## src/hw/axil_map_pkg.sv

```systemverilog
package axil_map_pkg;

  ////////////////////////////////////////////////////////////
  // Bus and memory widths
  ////////////////////////////////////////////////////////////

  localparam int ADDR_W    = 12;
  localparam int DATA_W    = 32;
  localparam int STRB_W    = DATA_W / 8;
  localparam int NUM_BANKS = 4;
  localparam int BANK_AW   = 6;

  // Address field widths shared by both address views
  localparam int REGION_W  = 2;
  localparam int BANK_SW   = $clog2(NUM_BANKS);
  localparam int BYTE_W    = 2;
  localparam int REG_IDX_W = ADDR_W - REGION_W - BYTE_W;

  ////////////////////////////////////////////////////////////
  // Address map and response codes
  ////////////////////////////////////////////////////////////

  // Region codes 2 and 3 are left unmapped
  localparam logic [REGION_W-1:0] REGION_REGS  = 2'd0;
  localparam logic [REGION_W-1:0] REGION_BANKS = 2'd1;

  localparam logic [REG_IDX_W-1:0] REG_STATUS = 8'd0;
  localparam logic [REG_IDX_W-1:0] REG_CONFIG = 8'd1;

  localparam logic [1:0] RESP_OKAY   = 2'b00;
  localparam logic [1:0] RESP_SLVERR = 2'b10;
  localparam logic [1:0] RESP_DECERR = 2'b11;

  ////////////////////////////////////////////////////////////
  // Address views and local transfer types
  ////////////////////////////////////////////////////////////

  // Bank view of a byte address
  typedef struct packed {
    logic [REGION_W-1:0] region;
    logic [BANK_SW-1:0]  bank;
    logic [BANK_AW-1:0]  word;
    logic [BYTE_W-1:0]   byte_off;
  } bank_addr_t;

  // Register view of the same byte address
  typedef struct packed {
    logic [REGION_W-1:0]  region;
    logic [REG_IDX_W-1:0] idx;
    logic [BYTE_W-1:0]    byte_off;
  } reg_addr_t;

  typedef union packed {
    bank_addr_t bank;
    reg_addr_t  regs;
  } axil_addr_u;

  // Request handed from the front end to one target
  typedef struct packed {
    logic              write;
    axil_addr_u        addr;
    logic [DATA_W-1:0] wdata;
    logic [STRB_W-1:0] wstrb;
  } loc_req_t;

  // Response returned by a target
  typedef struct packed {
    logic              valid;
    logic [DATA_W-1:0] rdata;
    logic [1:0]        resp;
  } loc_rsp_t;

  // Pins of one external BRAM bank
  typedef struct packed {
    logic               en;
    logic [STRB_W-1:0]  we;
    logic [BANK_AW-1:0] addr;
    logic [DATA_W-1:0]  wdata;
  } bram_req_t;

endpackage

```

## src/hw/axil_front.sv

```systemverilog
`timescale 1ns/100ps

module axil_front (
  input  logic                              aclk,
  input  logic                              aresetn,
  // Write address channel
  input  logic [axil_map_pkg::ADDR_W-1:0]   awaddr,
  input  logic                              awvalid,
  output logic                              awready,
  // Write data channel
  input  logic [axil_map_pkg::DATA_W-1:0]   wdata,
  input  logic [axil_map_pkg::STRB_W-1:0]   wstrb,
  input  logic                              wvalid,
  output logic                              wready,
  // Write response channel
  output logic [1:0]                        bresp,
  output logic                              bvalid,
  input  logic                              bready,
  // Read address channel
  input  logic [axil_map_pkg::ADDR_W-1:0]   araddr,
  input  logic                              arvalid,
  output logic                              arready,
  // Read data channel
  output logic [axil_map_pkg::DATA_W-1:0]   rdata,
  output logic [1:0]                        rresp,
  output logic                              rvalid,
  input  logic                              rready,
  // Local side
  input  axil_map_pkg::loc_rsp_t            rsp,
  output axil_map_pkg::loc_req_t            req,
  output logic                              req_valid
);

  typedef enum logic [1:0] {
    ST_IDLE,
    ST_ISSUE,
    ST_WAIT,
    ST_HOLD
  } state_e;

  state_e                 state;
  state_e                 state_nxt;
  logic                   rdy_q;
  logic                   wr_acc;
  logic                   rd_acc;
  logic                   rsp_take;
  axil_map_pkg::loc_req_t req_q;

  ////////////////////////////////////////////////////////////
  // Acceptance
  ////////////////////////////////////////////////////////////

  // Ready only in idle, low on the cycle out of reset
  // AW and W are taken together, each ready drops if its partner is missing
  assign awready = rdy_q && (wvalid || !awvalid);
  assign wready  = rdy_q && (awvalid || !wvalid);
  // Write pair wins over a read in the same cycle
  assign arready = rdy_q && !(awvalid && wvalid);

  assign wr_acc = rdy_q && awvalid && wvalid;
  assign rd_acc = arready && arvalid;

  // Target answers while the request is out or pending
  assign rsp_take = rsp.valid && ((state == ST_ISSUE) || (state == ST_WAIT));

  ////////////////////////////////////////////////////////////
  // Channel FSM
  ////////////////////////////////////////////////////////////

  always_comb begin
    state_nxt = state;
    case (state)
      ST_IDLE: begin
        if (wr_acc || rd_acc) begin
          state_nxt = ST_ISSUE;
        end
      end
      // Fast targets answer in the request cycle, bank reads one later
      ST_ISSUE, ST_WAIT: begin
        state_nxt = rsp.valid ? ST_HOLD : ST_WAIT;
      end
      ST_HOLD: begin
        if ((bvalid && bready) || (rvalid && rready)) begin
          state_nxt = ST_IDLE;
        end
      end
      default: state_nxt = ST_IDLE;
    endcase
  end

  always_ff @(posedge aclk or negedge aresetn) begin
    if (!aresetn) begin
      state <= ST_IDLE;
      rdy_q <= 1'b0;
    end else begin
      state <= state_nxt;
      rdy_q <= (state_nxt == ST_IDLE);
    end
  end

  // Captured transaction
  always_ff @(posedge aclk) begin
    if (wr_acc) begin
      req_q.write <= 1'b1;
      req_q.addr  <= awaddr;
      req_q.wdata <= wdata;
      req_q.wstrb <= wstrb;
    end else if (rd_acc) begin
      req_q.write <= 1'b0;
      req_q.addr  <= araddr;
      req_q.wdata <= '0;
      req_q.wstrb <= '0;
    end
  end

  assign req       = req_q;
  // One-cycle strobe the cycle after acceptance
  assign req_valid = (state == ST_ISSUE);

  ////////////////////////////////////////////////////////////
  // Response holding
  ////////////////////////////////////////////////////////////

  always_ff @(posedge aclk or negedge aresetn) begin
    if (!aresetn) begin
      bvalid <= 1'b0;
      rvalid <= 1'b0;
    end else begin
      if (rsp_take && req_q.write) begin
        bvalid <= 1'b1;
      end else if (bready) begin
        bvalid <= 1'b0;
      end
      if (rsp_take && !req_q.write) begin
        rvalid <= 1'b1;
      end else if (rready) begin
        rvalid <= 1'b0;
      end
    end
  end

  // Payload stays put until the master takes it
  always_ff @(posedge aclk) begin
    if (rsp_take) begin
      if (req_q.write) begin
        bresp <= rsp.resp;
      end else begin
        rdata <= rsp.rdata;
        rresp <= rsp.resp;
      end
    end
  end

endmodule

```

## src/hw/axil_addr_decode.sv

```systemverilog
`timescale 1ns/100ps

module axil_addr_decode (
  input  axil_map_pkg::loc_req_t              req,
  input  logic                                req_valid,
  output logic                                reg_sel,
  output logic [axil_map_pkg::NUM_BANKS-1:0]  bank_sel,
  output axil_map_pkg::loc_rsp_t              dec_rsp
);

  logic [axil_map_pkg::REGION_W-1:0] region;
  logic [axil_map_pkg::BANK_SW-1:0]  bank_idx;

  // Region sits in the same bits in both views
  assign region   = req.addr.regs.region;
  assign bank_idx = req.addr.bank.bank;

  ////////////////////////////////////////////////////////////
  // Target select
  ////////////////////////////////////////////////////////////

  always_comb begin
    reg_sel  = 1'b0;
    bank_sel = '0;
    dec_rsp  = '0;
    if (req_valid) begin
      case (region)
        axil_map_pkg::REGION_REGS: begin
          reg_sel = 1'b1;
        end
        axil_map_pkg::REGION_BANKS: begin
          // Bank field of the bank view picks one port
          bank_sel[bank_idx] = 1'b1;
        end
        default: begin
          // Nobody lives here, answer at once with zero data
          dec_rsp.valid = 1'b1;
          dec_rsp.rdata = '0;
          dec_rsp.resp  = axil_map_pkg::RESP_DECERR;
        end
      endcase
    end
  end

endmodule

```

## src/hw/bank_port.sv

```systemverilog
`timescale 1ns/100ps

module bank_port (
  input  logic                             aclk,
  input  logic                             aresetn,
  input  logic                             sel,
  input  axil_map_pkg::loc_req_t           req,
  input  logic [axil_map_pkg::DATA_W-1:0]  bram_rdata,
  output axil_map_pkg::bram_req_t          bram,
  output axil_map_pkg::loc_rsp_t           rsp
);

  logic wr_hit;
  logic rd_hit;
  logic rd_pend;

  assign wr_hit = sel && req.write;
  assign rd_hit = sel && !req.write;

  ////////////////////////////////////////////////////////////
  // BRAM pins
  ////////////////////////////////////////////////////////////

  always_comb begin
    bram.en    = sel;
    // Strobes become byte write enables, writes only
    bram.we    = wr_hit ? req.wstrb : '0;
    // Word index of the bank view, byte bits dropped
    bram.addr  = req.addr.bank.word;
    bram.wdata = req.wdata;
  end

  // Read data shows up one cycle after the enable
  always_ff @(posedge aclk or negedge aresetn) begin
    if (!aresetn) begin
      rd_pend <= 1'b0;
    end else begin
      rd_pend <= rd_hit;
    end
  end

  ////////////////////////////////////////////////////////////
  // Response
  ////////////////////////////////////////////////////////////

  always_comb begin
    // Write ack in the request cycle, read data a cycle later
    rsp.valid = wr_hit || rd_pend;
    rsp.rdata = rd_pend ? bram_rdata : '0;
    rsp.resp  = axil_map_pkg::RESP_OKAY;
  end

endmodule

```

## src/hw/ctrl_regs.sv

```systemverilog
`timescale 1ns/100ps

module ctrl_regs (
  input  logic                             aclk,
  input  logic                             aresetn,
  input  logic                             sel,
  input  axil_map_pkg::loc_req_t           req,
  input  logic                             ap_done,
  output axil_map_pkg::loc_rsp_t           rsp,
  output logic [axil_map_pkg::DATA_W-1:0]  cfg_data
);

  logic                                 done_q;
  logic [axil_map_pkg::DATA_W-1:0]      cfg_q;
  logic [axil_map_pkg::REG_IDX_W-1:0]   idx;
  logic                                 hit_status;
  logic                                 hit_cfg;
  logic                                 wr_hit;
  logic                                 done_clr;

  assign idx        = req.addr.regs.idx;
  assign hit_status = (idx == axil_map_pkg::REG_STATUS);
  assign hit_cfg    = (idx == axil_map_pkg::REG_CONFIG);
  assign wr_hit     = sel && req.write;

  // Write one to bit 0 with lane 0 enabled
  assign done_clr = wr_hit && hit_status && req.wstrb[0] && req.wdata[0];

  ////////////////////////////////////////////////////////////
  // Registers
  ////////////////////////////////////////////////////////////

  always_ff @(posedge aclk or negedge aresetn) begin
    if (!aresetn) begin
      done_q <= 1'b0;
    end else if (ap_done) begin
      // A fresh done pulse beats a clear in the same cycle
      done_q <= 1'b1;
    end else if (done_clr) begin
      done_q <= 1'b0;
    end
  end

  // Config word, one byte lane per strobe
  always_ff @(posedge aclk or negedge aresetn) begin
    if (!aresetn) begin
      cfg_q <= '0;
    end else if (wr_hit && hit_cfg) begin
      for (int i = 0; i < axil_map_pkg::STRB_W; i++) begin
        if (req.wstrb[i]) begin
          cfg_q[8*i +: 8] <= req.wdata[8*i +: 8];
        end
      end
    end
  end

  assign cfg_data = cfg_q;

  ////////////////////////////////////////////////////////////
  // Response in the request cycle
  ////////////////////////////////////////////////////////////

  always_comb begin
    rsp.valid = sel;
    rsp.rdata = '0;
    rsp.resp  = axil_map_pkg::RESP_SLVERR;
    if (hit_status) begin
      rsp.resp = axil_map_pkg::RESP_OKAY;
      if (!req.write) begin
        rsp.rdata[0] = done_q;
      end
    end else if (hit_cfg) begin
      rsp.resp = axil_map_pkg::RESP_OKAY;
      if (!req.write) begin
        rsp.rdata = cfg_q;
      end
    end
  end

endmodule

```

## src/hw/rsp_collect.sv

```systemverilog
`timescale 1ns/100ps

module rsp_collect (
  input  axil_map_pkg::loc_rsp_t                              reg_rsp,
  input  axil_map_pkg::loc_rsp_t [axil_map_pkg::NUM_BANKS-1:0] bank_rsp,
  input  axil_map_pkg::loc_rsp_t                              dec_rsp,
  output axil_map_pkg::loc_rsp_t                              rsp
);

  localparam int RSP_W = $bits(axil_map_pkg::loc_rsp_t);

  logic [RSP_W-1:0] merged;

  ////////////////////////////////////////////////////////////
  // Gated OR merge
  ////////////////////////////////////////////////////////////

  // At most one source is valid per request
  // Each source is masked by its own valid before the OR
  always_comb begin
    merged = {RSP_W{reg_rsp.valid}} & reg_rsp;
    for (int b = 0; b < axil_map_pkg::NUM_BANKS; b++) begin
      merged = merged | ({RSP_W{bank_rsp[b].valid}} & bank_rsp[b]);
    end
    // Decoder only speaks for unmapped regions
    merged = merged | ({RSP_W{dec_rsp.valid}} & dec_rsp);
  end

  assign rsp = merged;

endmodule

```

## src/hw/axil_bram_subsys.sv

```systemverilog
`timescale 1ns/100ps

module axil_bram_subsys (
  input  logic                                                  aclk,
  input  logic                                                  aresetn,
  // AXI4-Lite slave
  input  logic [axil_map_pkg::ADDR_W-1:0]                       awaddr,
  input  logic                                                  awvalid,
  output logic                                                  awready,
  input  logic [axil_map_pkg::DATA_W-1:0]                       wdata,
  input  logic [axil_map_pkg::STRB_W-1:0]                       wstrb,
  input  logic                                                  wvalid,
  output logic                                                  wready,
  output logic [1:0]                                            bresp,
  output logic                                                  bvalid,
  input  logic                                                  bready,
  input  logic [axil_map_pkg::ADDR_W-1:0]                       araddr,
  input  logic                                                  arvalid,
  output logic                                                  arready,
  output logic [axil_map_pkg::DATA_W-1:0]                       rdata,
  output logic [1:0]                                            rresp,
  output logic                                                  rvalid,
  input  logic                                                  rready,
  // BRAM banks
  output axil_map_pkg::bram_req_t [axil_map_pkg::NUM_BANKS-1:0] bram,
  input  logic [axil_map_pkg::NUM_BANKS-1:0][axil_map_pkg::DATA_W-1:0] bram_rdata,
  // System side
  input  logic                                                  ap_done,
  output logic [axil_map_pkg::DATA_W-1:0]                       cfg_data
);

  axil_map_pkg::loc_req_t                              req;
  logic                                                req_valid;
  logic                                                reg_sel;
  logic [axil_map_pkg::NUM_BANKS-1:0]                  bank_sel;
  axil_map_pkg::loc_rsp_t                              dec_rsp;
  axil_map_pkg::loc_rsp_t                              reg_rsp;
  axil_map_pkg::loc_rsp_t [axil_map_pkg::NUM_BANKS-1:0] bank_rsp;
  axil_map_pkg::loc_rsp_t                              rsp;

  ////////////////////////////////////////////////////////////
  // Front end and routing
  ////////////////////////////////////////////////////////////

  axil_front u_front (
    .aclk      (aclk),
    .aresetn   (aresetn),
    .awaddr    (awaddr),
    .awvalid   (awvalid),
    .awready   (awready),
    .wdata     (wdata),
    .wstrb     (wstrb),
    .wvalid    (wvalid),
    .wready    (wready),
    .bresp     (bresp),
    .bvalid    (bvalid),
    .bready    (bready),
    .araddr    (araddr),
    .arvalid   (arvalid),
    .arready   (arready),
    .rdata     (rdata),
    .rresp     (rresp),
    .rvalid    (rvalid),
    .rready    (rready),
    .rsp       (rsp),
    .req       (req),
    .req_valid (req_valid)
  );

  axil_addr_decode u_decode (
    .req       (req),
    .req_valid (req_valid),
    .reg_sel   (reg_sel),
    .bank_sel  (bank_sel),
    .dec_rsp   (dec_rsp)
  );

  ////////////////////////////////////////////////////////////
  // Targets
  ////////////////////////////////////////////////////////////

  ctrl_regs u_regs (
    .aclk     (aclk),
    .aresetn  (aresetn),
    .sel      (reg_sel),
    .req      (req),
    .ap_done  (ap_done),
    .rsp      (reg_rsp),
    .cfg_data (cfg_data)
  );

  // One port per external bank, all sharing the request
  for (genvar b = 0; b < axil_map_pkg::NUM_BANKS; b++) begin : g_bank
    bank_port u_bank (
      .aclk       (aclk),
      .aresetn    (aresetn),
      .sel        (bank_sel[b]),
      .req        (req),
      .bram_rdata (bram_rdata[b]),
      .bram       (bram[b]),
      .rsp        (bank_rsp[b])
    );
  end

  // Back to the front end as a single response
  rsp_collect u_collect (
    .reg_rsp  (reg_rsp),
    .bank_rsp (bank_rsp),
    .dec_rsp  (dec_rsp),
    .rsp      (rsp)
  );

endmodule

```

## config.mk

```make
export PLATFORM = sky130hd
export DESIGN_NAME = axil_bram_subsys
export DESIGN_NICKNAME = d
export VERILOG_FILES = /design/src/hw/axil_map_pkg.sv /design/src/hw/axil_front.sv /design/src/hw/axil_addr_decode.sv /design/src/hw/bank_port.sv /design/src/hw/ctrl_regs.sv /design/src/hw/rsp_collect.sv /design/src/hw/axil_bram_subsys.sv
export SDC_FILE = /design/constraint.sdc
export NUM_CORES = 1
export LEC_CHECK = 0
export BUFFER_PORTS_ARGS = -buffer_cell sky130_fd_sc_hd__buf_2
export CORE_AREA = 2 2 173 175
export CTS_CLUSTER_SIZE = 14
export DETAILED_ROUTE_END_ITERATION = 7
export DIE_AREA = 0 0 175 177
export PLACE_DENSITY = 0.62
export SKIP_LAST_GASP = 1
export SYNTH_ARGS = -nofsm -noshare
export SYNTH_HDL_FRONTEND = slang
export SYNTH_SLANG_ARGS = --single-unit
```

## constraint.sdc

```tcl
create_clock -name aclk -period 3.1 [get_ports aclk]
set_clock_uncertainty 0.05 [all_clocks]
set_input_delay 0.155 -clock aclk [delete_from_list [all_inputs] [get_ports aclk]]
set_output_delay 0.155 -clock aclk [all_outputs]
set_load 0.005 [all_outputs]
```

After elaboration in Yosys (flattened, before gate mapping)
Index checks and enable logic that the tools add are counted.
{"block": "totals", "reg_bits": 127, "in_bits": 196, "output_inout_bits": 245}
{"block": "op_classes", "magnitude_cmp": 2, "n_eq_ne": 5, "mux": 33, "n_bitwise": 12, "reduce_logical": 55}
{"operator": "AND 35 bit", "n": 6}
{"operator": "OR 35 bit", "n": 5}
{"operator": "two-way mux 32 bit", "n": 5}
{"operator": "two-way mux 48 bit", "n": 2}
{"operator": "two-way mux 35 bit", "n": 2}
{"operator": "two-way mux 34 bit", "n": 1}
{"operator": "two-way mux 31 bit", "n": 1}
{"operator": "logical AND 1 bit", "n": 26}
{"operator": "two-way mux 4 bit", "n": 6}
{"operator": "AND reduction 2 bit", "n": 6}
{"operator": "two-way mux 1 bit", "n": 11}
{"operator": "logical OR 1 bit", "n": 9}
{"operator": "== test 8 x 1 -> 1 bit (second input constant)", "n": 1}
{"operator": "logical NOT 8 bit", "n": 1}
{"operator": "nonzero test 2 bit", "n": 4}
{"operator": "logical NOT 2 bit", "n": 3}
{"operator": "case mux 2 bit (3 select lines)", "n": 1}
{"operator": "== test 2 x 1 -> 1 bit (second input constant)", "n": 2}
{"operator": "== test 2 bit (second input constant)", "n": 2}
{"operator": "logical NOT 1 bit", "n": 4}
{"operator": "two-way mux 2 bit", "n": 2}
{"operator": "OR reduction 2 bit", "n": 2}
{"operator": "less-than comparator 2 x 3 -> 1 bit (second input constant)", "n": 1}
{"operator": "two-way mux 3 bit", "n": 1}
{"operator": "3 further kinds", "n": 3}

Depth between registers and ports, before layout
Gate-level depths: netlist (run 1).
{"block": "depth", "depth_word": 17, "mapped_depth": 7, "mapped_depth_nobuf": 6}

Modules after synthesis
Synthesis (run 1) repeated with hierarchy kept, for this count alone.
{"block": "unflattened", "cells_unflattened": 846, "area_unflattened_um2": 8897.3}
{"module": "axil_front", "instances": 1, "cells_each": 176, "area_each_um2": 3294.4, "seq_area_each_um2": 2667.6}
{"module": "bank_port", "instances": 4, "cells_each": 84, "area_each_um2": 590.6, "seq_area_each_um2": 25.0}
{"module": "ctrl_regs", "instances": 1, "cells_each": 127, "area_each_um2": 1640.3, "seq_area_each_um2": 825.8}
{"module": "rsp_collect", "instances": 1, "cells_each": 163, "area_each_um2": 1260.0, "seq_area_each_um2": 0.0}
{"module": "axil_addr_decode", "instances": 1, "cells_each": 44, "area_each_um2": 340.3, "seq_area_each_um2": 0.0}

Least setup slack after synthesis (run 1)
OpenSTA, ideal clock, no wires.
{"block": "synth_timing", "path_type": "register -> register", "start": "register u_front.rdy_q", "end": "register u_front.state[1]", "setup_time_ns": 0.284, "arrival_time_ns": 2.942, "slack_ns": -0.176, "stages_incl_launch_ff": 3, "path_buffers": 0, "period_less_slack_ns": 3.276, "cell_sequence": "dfrtp_1 -> nor2b_1 -> o221ai_1"}
{"block": "synth_between", "elab_chain_len": 5}
{"element": "start: declaration", "line": "axil_front.sv:43", "rtl": "logic rdy_q;"}
{"element": "start signal: assignment", "line": "axil_front.sv:97", "rtl": "rdy_q <= (state_nxt == ST_IDLE);"}
{"element": "logical AND 1 bit (on tied branches)", "line": "axil_front.sv:60, axil_front.sv:58"}
{"element": "logical AND 1 bit (on tied branches)", "line": "axil_front.sv:60, axil_front.sv:61"}
{"element": "logical OR 1 bit *", "line": "axil_front.sv:74", "rtl": "if (wr_acc || rd_acc) begin"}
{"element": "two-way mux 2 bit *", "line": "axil_front.sv:74"}
{"element": "case mux 2 bit (3 select lines) *", "line": "axil_front.sv:72", "rtl": "case (state)"}
{"element": "named net u_front.state_nxt[1]", "line": "axil_front.sv:42", "rtl": "state_e state_nxt;"}
{"element": "end signal: assignment", "line": "axil_front.sv:96", "rtl": "state <= state_nxt;"}
{"element": "end: declaration", "line": "axil_front.sv:41", "rtl": "state_e state;"}
Mark *: on every way through the listed nets, which the timed path passes. The rest lies on a longest branch.
A chain may end at the register's enable or synchronous reset.

==> results.toml, run 1 <==
[place]
post-place-ws_ps = 768
globalplace.congestion = 0.753
dp_hpwl_um = 16700
dp.cells = 1248
portBuffers = 436

[clock_network]
cts_hold_buf = 58
ctsResizeCount = 0
htree_levels = 4
clkLatencyLatePin_ps = 410
clk_pin_slew_ps = 60
clock_path_buffers = 2
cts.sink_count = 125
root_buffer = "clkbuf_16"
numCtsBuffers = 17
cts_tree = "done"
post-cts-setup-buffers = 0

[sta]
worst_pin_slew_ps = 934
slew_violations = 0
tns_ps = 0
fmax_ghz = 0.360
whs_ps = 41.6
relSlewSlack_pct = 37.6
min_period_ps = 2770
grt_setup_unrepaired = "false"
hold_viol = 0
worst_slack_ps = 325
final.period_utilization_pct = 89.5
setup_viol = 0

[yosys]
ys_types = 44
synth_top_area_share_pct = 35.4
synth_top_area_cell = "edfxtp_1"
yosysSeqAreaShare_pct = 50.8
syn_avg_cell_area_um2 = 11.6
yosys_warnings = 0
ys_ff_latch = 125
syn-instance-count = 597
syn_area_um2 = 6950
synth_fp_nets = 796
synth.area.top_cells = "edfxtp_1, buf_4, dfrtp_1"

[global_route]
grt_usage_pct = 14.3
grt_pass1_wl_um = 32900
grt-ovfl-total = 0
antenna_found_initial = 0
grt_pass1_vias = 5531
grt_max_degree = 48

[pwr]
seqPwrFrac_pct = 44.4
finalPower_w = 0.00398
powerDensity_nw_per_um2 = 414
p_switching_w = 0.000818
swShare_pct = 20.6
intPower_w = 0.00316
ir_worst_vdd_mv = 0.229
clkPwrFrac_pct = 50.6
pwr-share-comb_pct = 5.1
total_leakage_power_nw = 4.76

[cells_and_area]
drive_gt1_share_pct = 56.0
fill_cells = 2984
layout_commonest_cell = "buf_2"
stdcell_count = 1338
register_area_um2 = 3540
layout_common_cells = "buf_2, edfxtp_1, a22oi_1"
multiInputGateArea_um2 = 2090
syn2layout_area_growth_pct = 38.0
layout.nets = 1134
diodes = 0

[setup_path]
startpoint = "u_front.state[1]"
worstPathArrival_ps = 2570
crit_type = "flip-flop to output pin"
worstSetupStartpointType = "flip-flop"
r2r_slack_ps = 570
rr_startpoint = "u_front.rdy_q"
crit_required_ps = 2890
r2r_cells = 3
crit_fanout = 6
endpoint_kind = "output pin"
critPathCapture = "bram[38]"
r2r_end = "u_front.req[44]"

[floorplanning]
initial_utilization_pct = 23.8
die_w_um = 175
core_area_um2 = 29200
die_h_um = 177
io_pins = 441
rows = 63
die_area_um2 = 31000

[status]
status = "completed"

[drt]
drt_iter0_markers = 265
avgViaCountPerCell = 4.30
first_pass_iters = 5
ant_nets = 0
route.final.wire_length_um = 23200
via_count = 5748
wl_per_cell_um = 17.4
drc_errors = 0

[worst_hold_path]
worstHoldPathType = "input pin to flip-flop"

[job]
cap_violations = 0
cells by family (layout without fill, tap and decap cells):
| group | Yosys count | count (layout) | share of synthesized area [%] |
|---|---|---|---|
| adder cells (fa/ha/maj) | 3 | 3 | 0.540 |
| multiplexers | 43 | 43 | 6.95 |
| buffers and inverters | 196 | 547 | 19.4 |
| flip-flops | 125 | 125 | 50.8 |
| AO/OA/AOI/OAI | 112 | 112 | 12.2 |
| AND/OR/NAND/NOR | 118 | 118 | 10.1 |
power by group through the flow:
| stage | clock network [W] | registers, W | logic, W |
|---|---|---|---|
| final | 0.00201 | 0.00176 | 0.000201 |
| after CTS | 0.00208 | 0.00176 | 0.000201 |
| after global routing | 0.00214 | 0.00176 | 0.000218 |
| after global placement | 0 | 0.00180 | 0.000141 |
| after floorplan | 0 | 0.00180 | 0.00000806 |
| after detailed placement | 0 | 0.00180 | 0.000143 |
flip-flops by register name, indices dropped and copies added (netlist names):
register / count
u_front.rdy_q: 1
u_regs.cfg_data: 32
u_front.req: 47
u_front.state: 2
g_bank.u_bank.rd_pend: 4
u_front.bresp: 2
u_front.rresp: 2
u_front.rdata: 32
u_regs.done_q: 1
u_front.rvalid: 1
u_front.bvalid: 1
critical path, cell delays in order, from the launching register on:
cell and delay [ps]:
dfrtp_1 400, inv_1 90, ha_1 270, and3b_1 240, nor3b_1 780, and3_1 270
buf_2 120
through the flow:
step / util [%] / instance area (µm²)
CTS: 32.8 / 9590
finish: 32.8 / 9590
global route: 32.8 / 9590
floorplan: - / 6950
global placement: 28.8 / 8430
detailed placement: 28.8 / 8430
final cells by class:
type	instances	share of cell area [%]
clock buffers	19	4.51
clock inverters	13	1.55
inverters	11	0.430
multi-input cells	276	21.8
flip-flops and latches	125	36.9
well taps	390	5.09
repair buffers	504	29.7
synthesized netlist by cell type:
cell       count
and3_1         6
a21boi_0       2
o22ai_1        2
and2_1        40
buf_4        158
a22oi_1       63
edfxtp_1      82
nor4_4         1
nor3_1         2
dfxtp_1        1
o21a_1         2
a21oi_1        2
o21ai_0        1
nor4_1         4
nor2_1        12
buf_2          3
a41o_1         1
o31ai_1        1
inv_1         10
nand4_4        4
or3b_2         1
a31oi_2        1
a21o_1        31
o41a_1         1
nor3b_1        3
nand3_1        1
a31oi_1        1
o221ai_1       1
nand2b_1       1
buf_6          2
a22o_1         1
and3b_1        2
mux2_2        42
a221oi_1       1
and3_2         1
clkinv_1       1
clkbuf_1      22
nand2_1       37
nor2b_1        1
dfrtp_1       42
ha_1           3
nand4b_1       2
a2bb2oi_1      1
mux2i_1        1
worst min-delay path by stage:
stage / from / end / slack (ps) / cells after the start
after floorplan: aresetn / g_bank[0].u_bank.rd_pend / -190 / 0
after global placement: aresetn / u_front.state[0] / 170 / 1
after detailed placement: aresetn / u_front.state[0] / 180 / 1
after CTS: awaddr[7] / u_front.req[43] / 10 / 2
after global routing: araddr[7] / u_front.req[43] / 30 / 2
final: awaddr[7] / u_front.req[43] / 40 / 2
routing by layer:
layer / track usage [%] / up-vias / share of wire (%)
met1: 17.4 / 2809 / 42
met4: 3.82 / 0 / 1.0
met5: 0 / - / 0
met3: 2.99 / 9 / 6.2
li1: - / 2652 / -
met2: 25.7 / 278 / 51
(Power assumes the default switching activity.)
==> run 2, diff against run 1 <==
--- a/config.mk
+++ b/config.mk
@@ -6,12 +6,13 @@
 export NUM_CORES = 1
 export LEC_CHECK = 0
 export BUFFER_PORTS_ARGS = -buffer_cell sky130_fd_sc_hd__buf_2
-export CORE_AREA = 2 2 173 175
+export CORE_AREA = 2 2 170 172
 export CTS_CLUSTER_SIZE = 14
 export DETAILED_ROUTE_END_ITERATION = 7
-export DIE_AREA = 0 0 175 177
-export PLACE_DENSITY = 0.62
+export DIE_AREA = 0 0 172 174
+export PLACE_DENSITY = 0.71
 export SKIP_LAST_GASP = 1
 export SYNTH_ARGS = -nofsm -noshare
 export SYNTH_HDL_FRONTEND = slang
+export SYNTH_HIERARCHICAL = 1
 export SYNTH_SLANG_ARGS = --single-unit
==> run 2 against run 1 <==
Compared with the run above: global-route usage increased by 5.1 points; worst hold slack got worse by 7.9 ps; utilization increased by 6.2 points; register-to-register slack improved by 70 ps; area after synthesis increased by 27%; wire length increased by 29%; sequential power increased by 37%; total power increased by 52%; first-iteration DRC count increased by 130%.
==> results.toml, run 2 <==
[status]
status = "completed"

[sta]
min_period_ps = 2460
hold_viol = 0
relSlewSlack_pct = 30.8
tns_ps = 0
grt_setup_unrepaired = "false"
setup_viol = 0
whs_ps = 33.7
worst_pin_slew_ps = 1040
slew_violations = 0
final.period_utilization_pct = 79.4
fmax_ghz = 0.406

[floorplanning]
io_pins = 441
rows = 62
die_w_um = 172
die_area_um2 = 29900
core_area_um2 = 28200
initial_utilization_pct = 31.2
die_h_um = 174

[global_route]
grt_max_degree = 43
grt_pass1_vias = 7062
antenna_found_initial = 3
grt_pass1_wl_um = 42800
grt-ovfl-total = 0
grt_usage_pct = 19.4

[pwr]
ir_worst_vdd_mv = 0.310
seqPwrFrac_pct = 40.2
swShare_pct = 32.1
pwr-share-comb_pct = 27.2
p_switching_w = 0.00193
intPower_w = 0.00410
clkPwrFrac_pct = 32.7
powerDensity_nw_per_um2 = 547
total_leakage_power_nw = 5.45

[place]
portBuffers = 436
globalplace.congestion = 0.821
dp_hpwl_um = 21400

[drt]
via_count = 7121
drc_errors = 0
avgViaCountPerCell = 4.57
wl_per_cell_um = 19.2
first_pass_iters = 5
route.final.wire_length_um = 29900
drt_iter0_markers = 604
ant_nets = 0

[clock_network]
clock_path_buffers = 2
ctsResizeCount = 0
clk_pin_slew_ps = 60
cts_tree = "done"
cts.sink_count = 125
numCtsBuffers = 17
post-cts-setup-buffers = 0
cts_hold_buf = 59
htree_levels = 4
clkLatencyLatePin_ps = 410
root_buffer = "clkbuf_16"

[yosys]
yosys_warnings = 6
syn_avg_cell_area_um2 = 10.5
syn_area_um2 = 8810
syn-instance-count = 842

[setup_path]
r2r_end = "u_front/rdy_q"
r2r_cells = 10
worstPathArrival_ps = 2760
crit_type = "flip-flop to flip-flop"
crit_required_ps = 3400
endpoint_kind = "flip-flop"
crit_fanout = 7
rr_startpoint = "u_front/state[0]"
worstSetupStartpointType = "flip-flop"
r2r_slack_ps = 640

[cells_and_area]
multiInputGateArea_um2 = 3490
drive_gt1_share_pct = 46.4
register_area_um2 = 3530
layout_common_cells = "buf_2, and2_1, a22oi_1"
largest_register_ffs = 47
fill_cells = 2826
layout.nets = 1358
layout_commonest_cell = "buf_2"
syn2layout_area_growth_pct = 25.0

[job]
cap_violations = 0

[worst_hold_path]
min_from = "awaddr[4]"
hold_depth = 2
holdPathEnd = "u_front/req[40]"
worstHoldPathType = "input pin to flip-flop"
## run 2: routing by layer
layer  global-route usage [%]  vias to the layer above  routed length (µm)
met1                     24.5                     3386               12600
met4                     5.88                        2                 640
li1                         -                     3336                   -
met5                        0                        -                  13
met2                     32.8                      360               14400
met3                     4.58                       37                2160
## run 2: layout make-up
cell class                 instances  area share [%]
clock buffer                      26            4.63
inverter                           8           0.272
timing repair buffer             512            26.4
tap                              384            4.36
multi-input combinational        495            31.7
clock inverter                     6           0.545
antenna                            2          0.0454
sequential                       125            32.1
## run 2: worst max path at each step
stage	startpoint	to	slack, ps	cells past startpoint
after floorplan	u_front/state[1]	u_front/rdata[0]	90	11
after global placement	u_front/state[1]	u_front/rdata[17]	700	10
after detailed placement	u_front/state[1]	u_front/rdata[19]	620	10
after CTS	u_front/state[1]	u_front/rdata[11]	600	10
after global routing	u_front/state[1]	u_front/rdata[22]	410	10
final	u_front/state[0]	u_front/rdy_q	640	10
## run 2: worst max-delay path: stages (launching register included)
cell and delay, ps:
dfrtp_1 430, ha_1 250, nor2b_4 140, and4b_1 280, a21o_1 220, nor4_1 280, nand2_1 130, a21oi_1 290
a221oi_2 70, a2bb2oi_2 160, nor2_1 100
## run 2: stage by stage
step / instances / total power, W / utilization, % / setup slack (ps) / area (µm²)
4_1_cts: 1556 / 0.00607 / 39.0 / 602 / 11000
5_1_grt: 1556 / 0.00633 / 39.0 / 409 / 11000
3_5_place_dp: 1465 / 0.00401 / 34.9 / 617 / 9860
3_3_place_gp: 1465 / 0.00398 / 34.9 / 704 / 9860
2_1_floorplan: 877 / 0.00376 / - / 88.3 / 8950
6_report: 1558 / 0.00603 / 39.0 / 638 / 11000
## run 2: power groups by stage
| stage | Sequential [W] | Clock (W) | Combinational [W] |
|---|---|---|---|
| CTS | 0.00242 | 0.00202 | 0.00164 |
| global route | 0.00246 | 0.00210 | 0.00177 |
| finish | 0.00242 | 0.00197 | 0.00164 |
| floorplan | 0.00238 | 0 | 0.00137 |
| detailed placement | 0.00245 | 0 | 0.00157 |
| global placement | 0.00243 | 0 | 0.00156 |
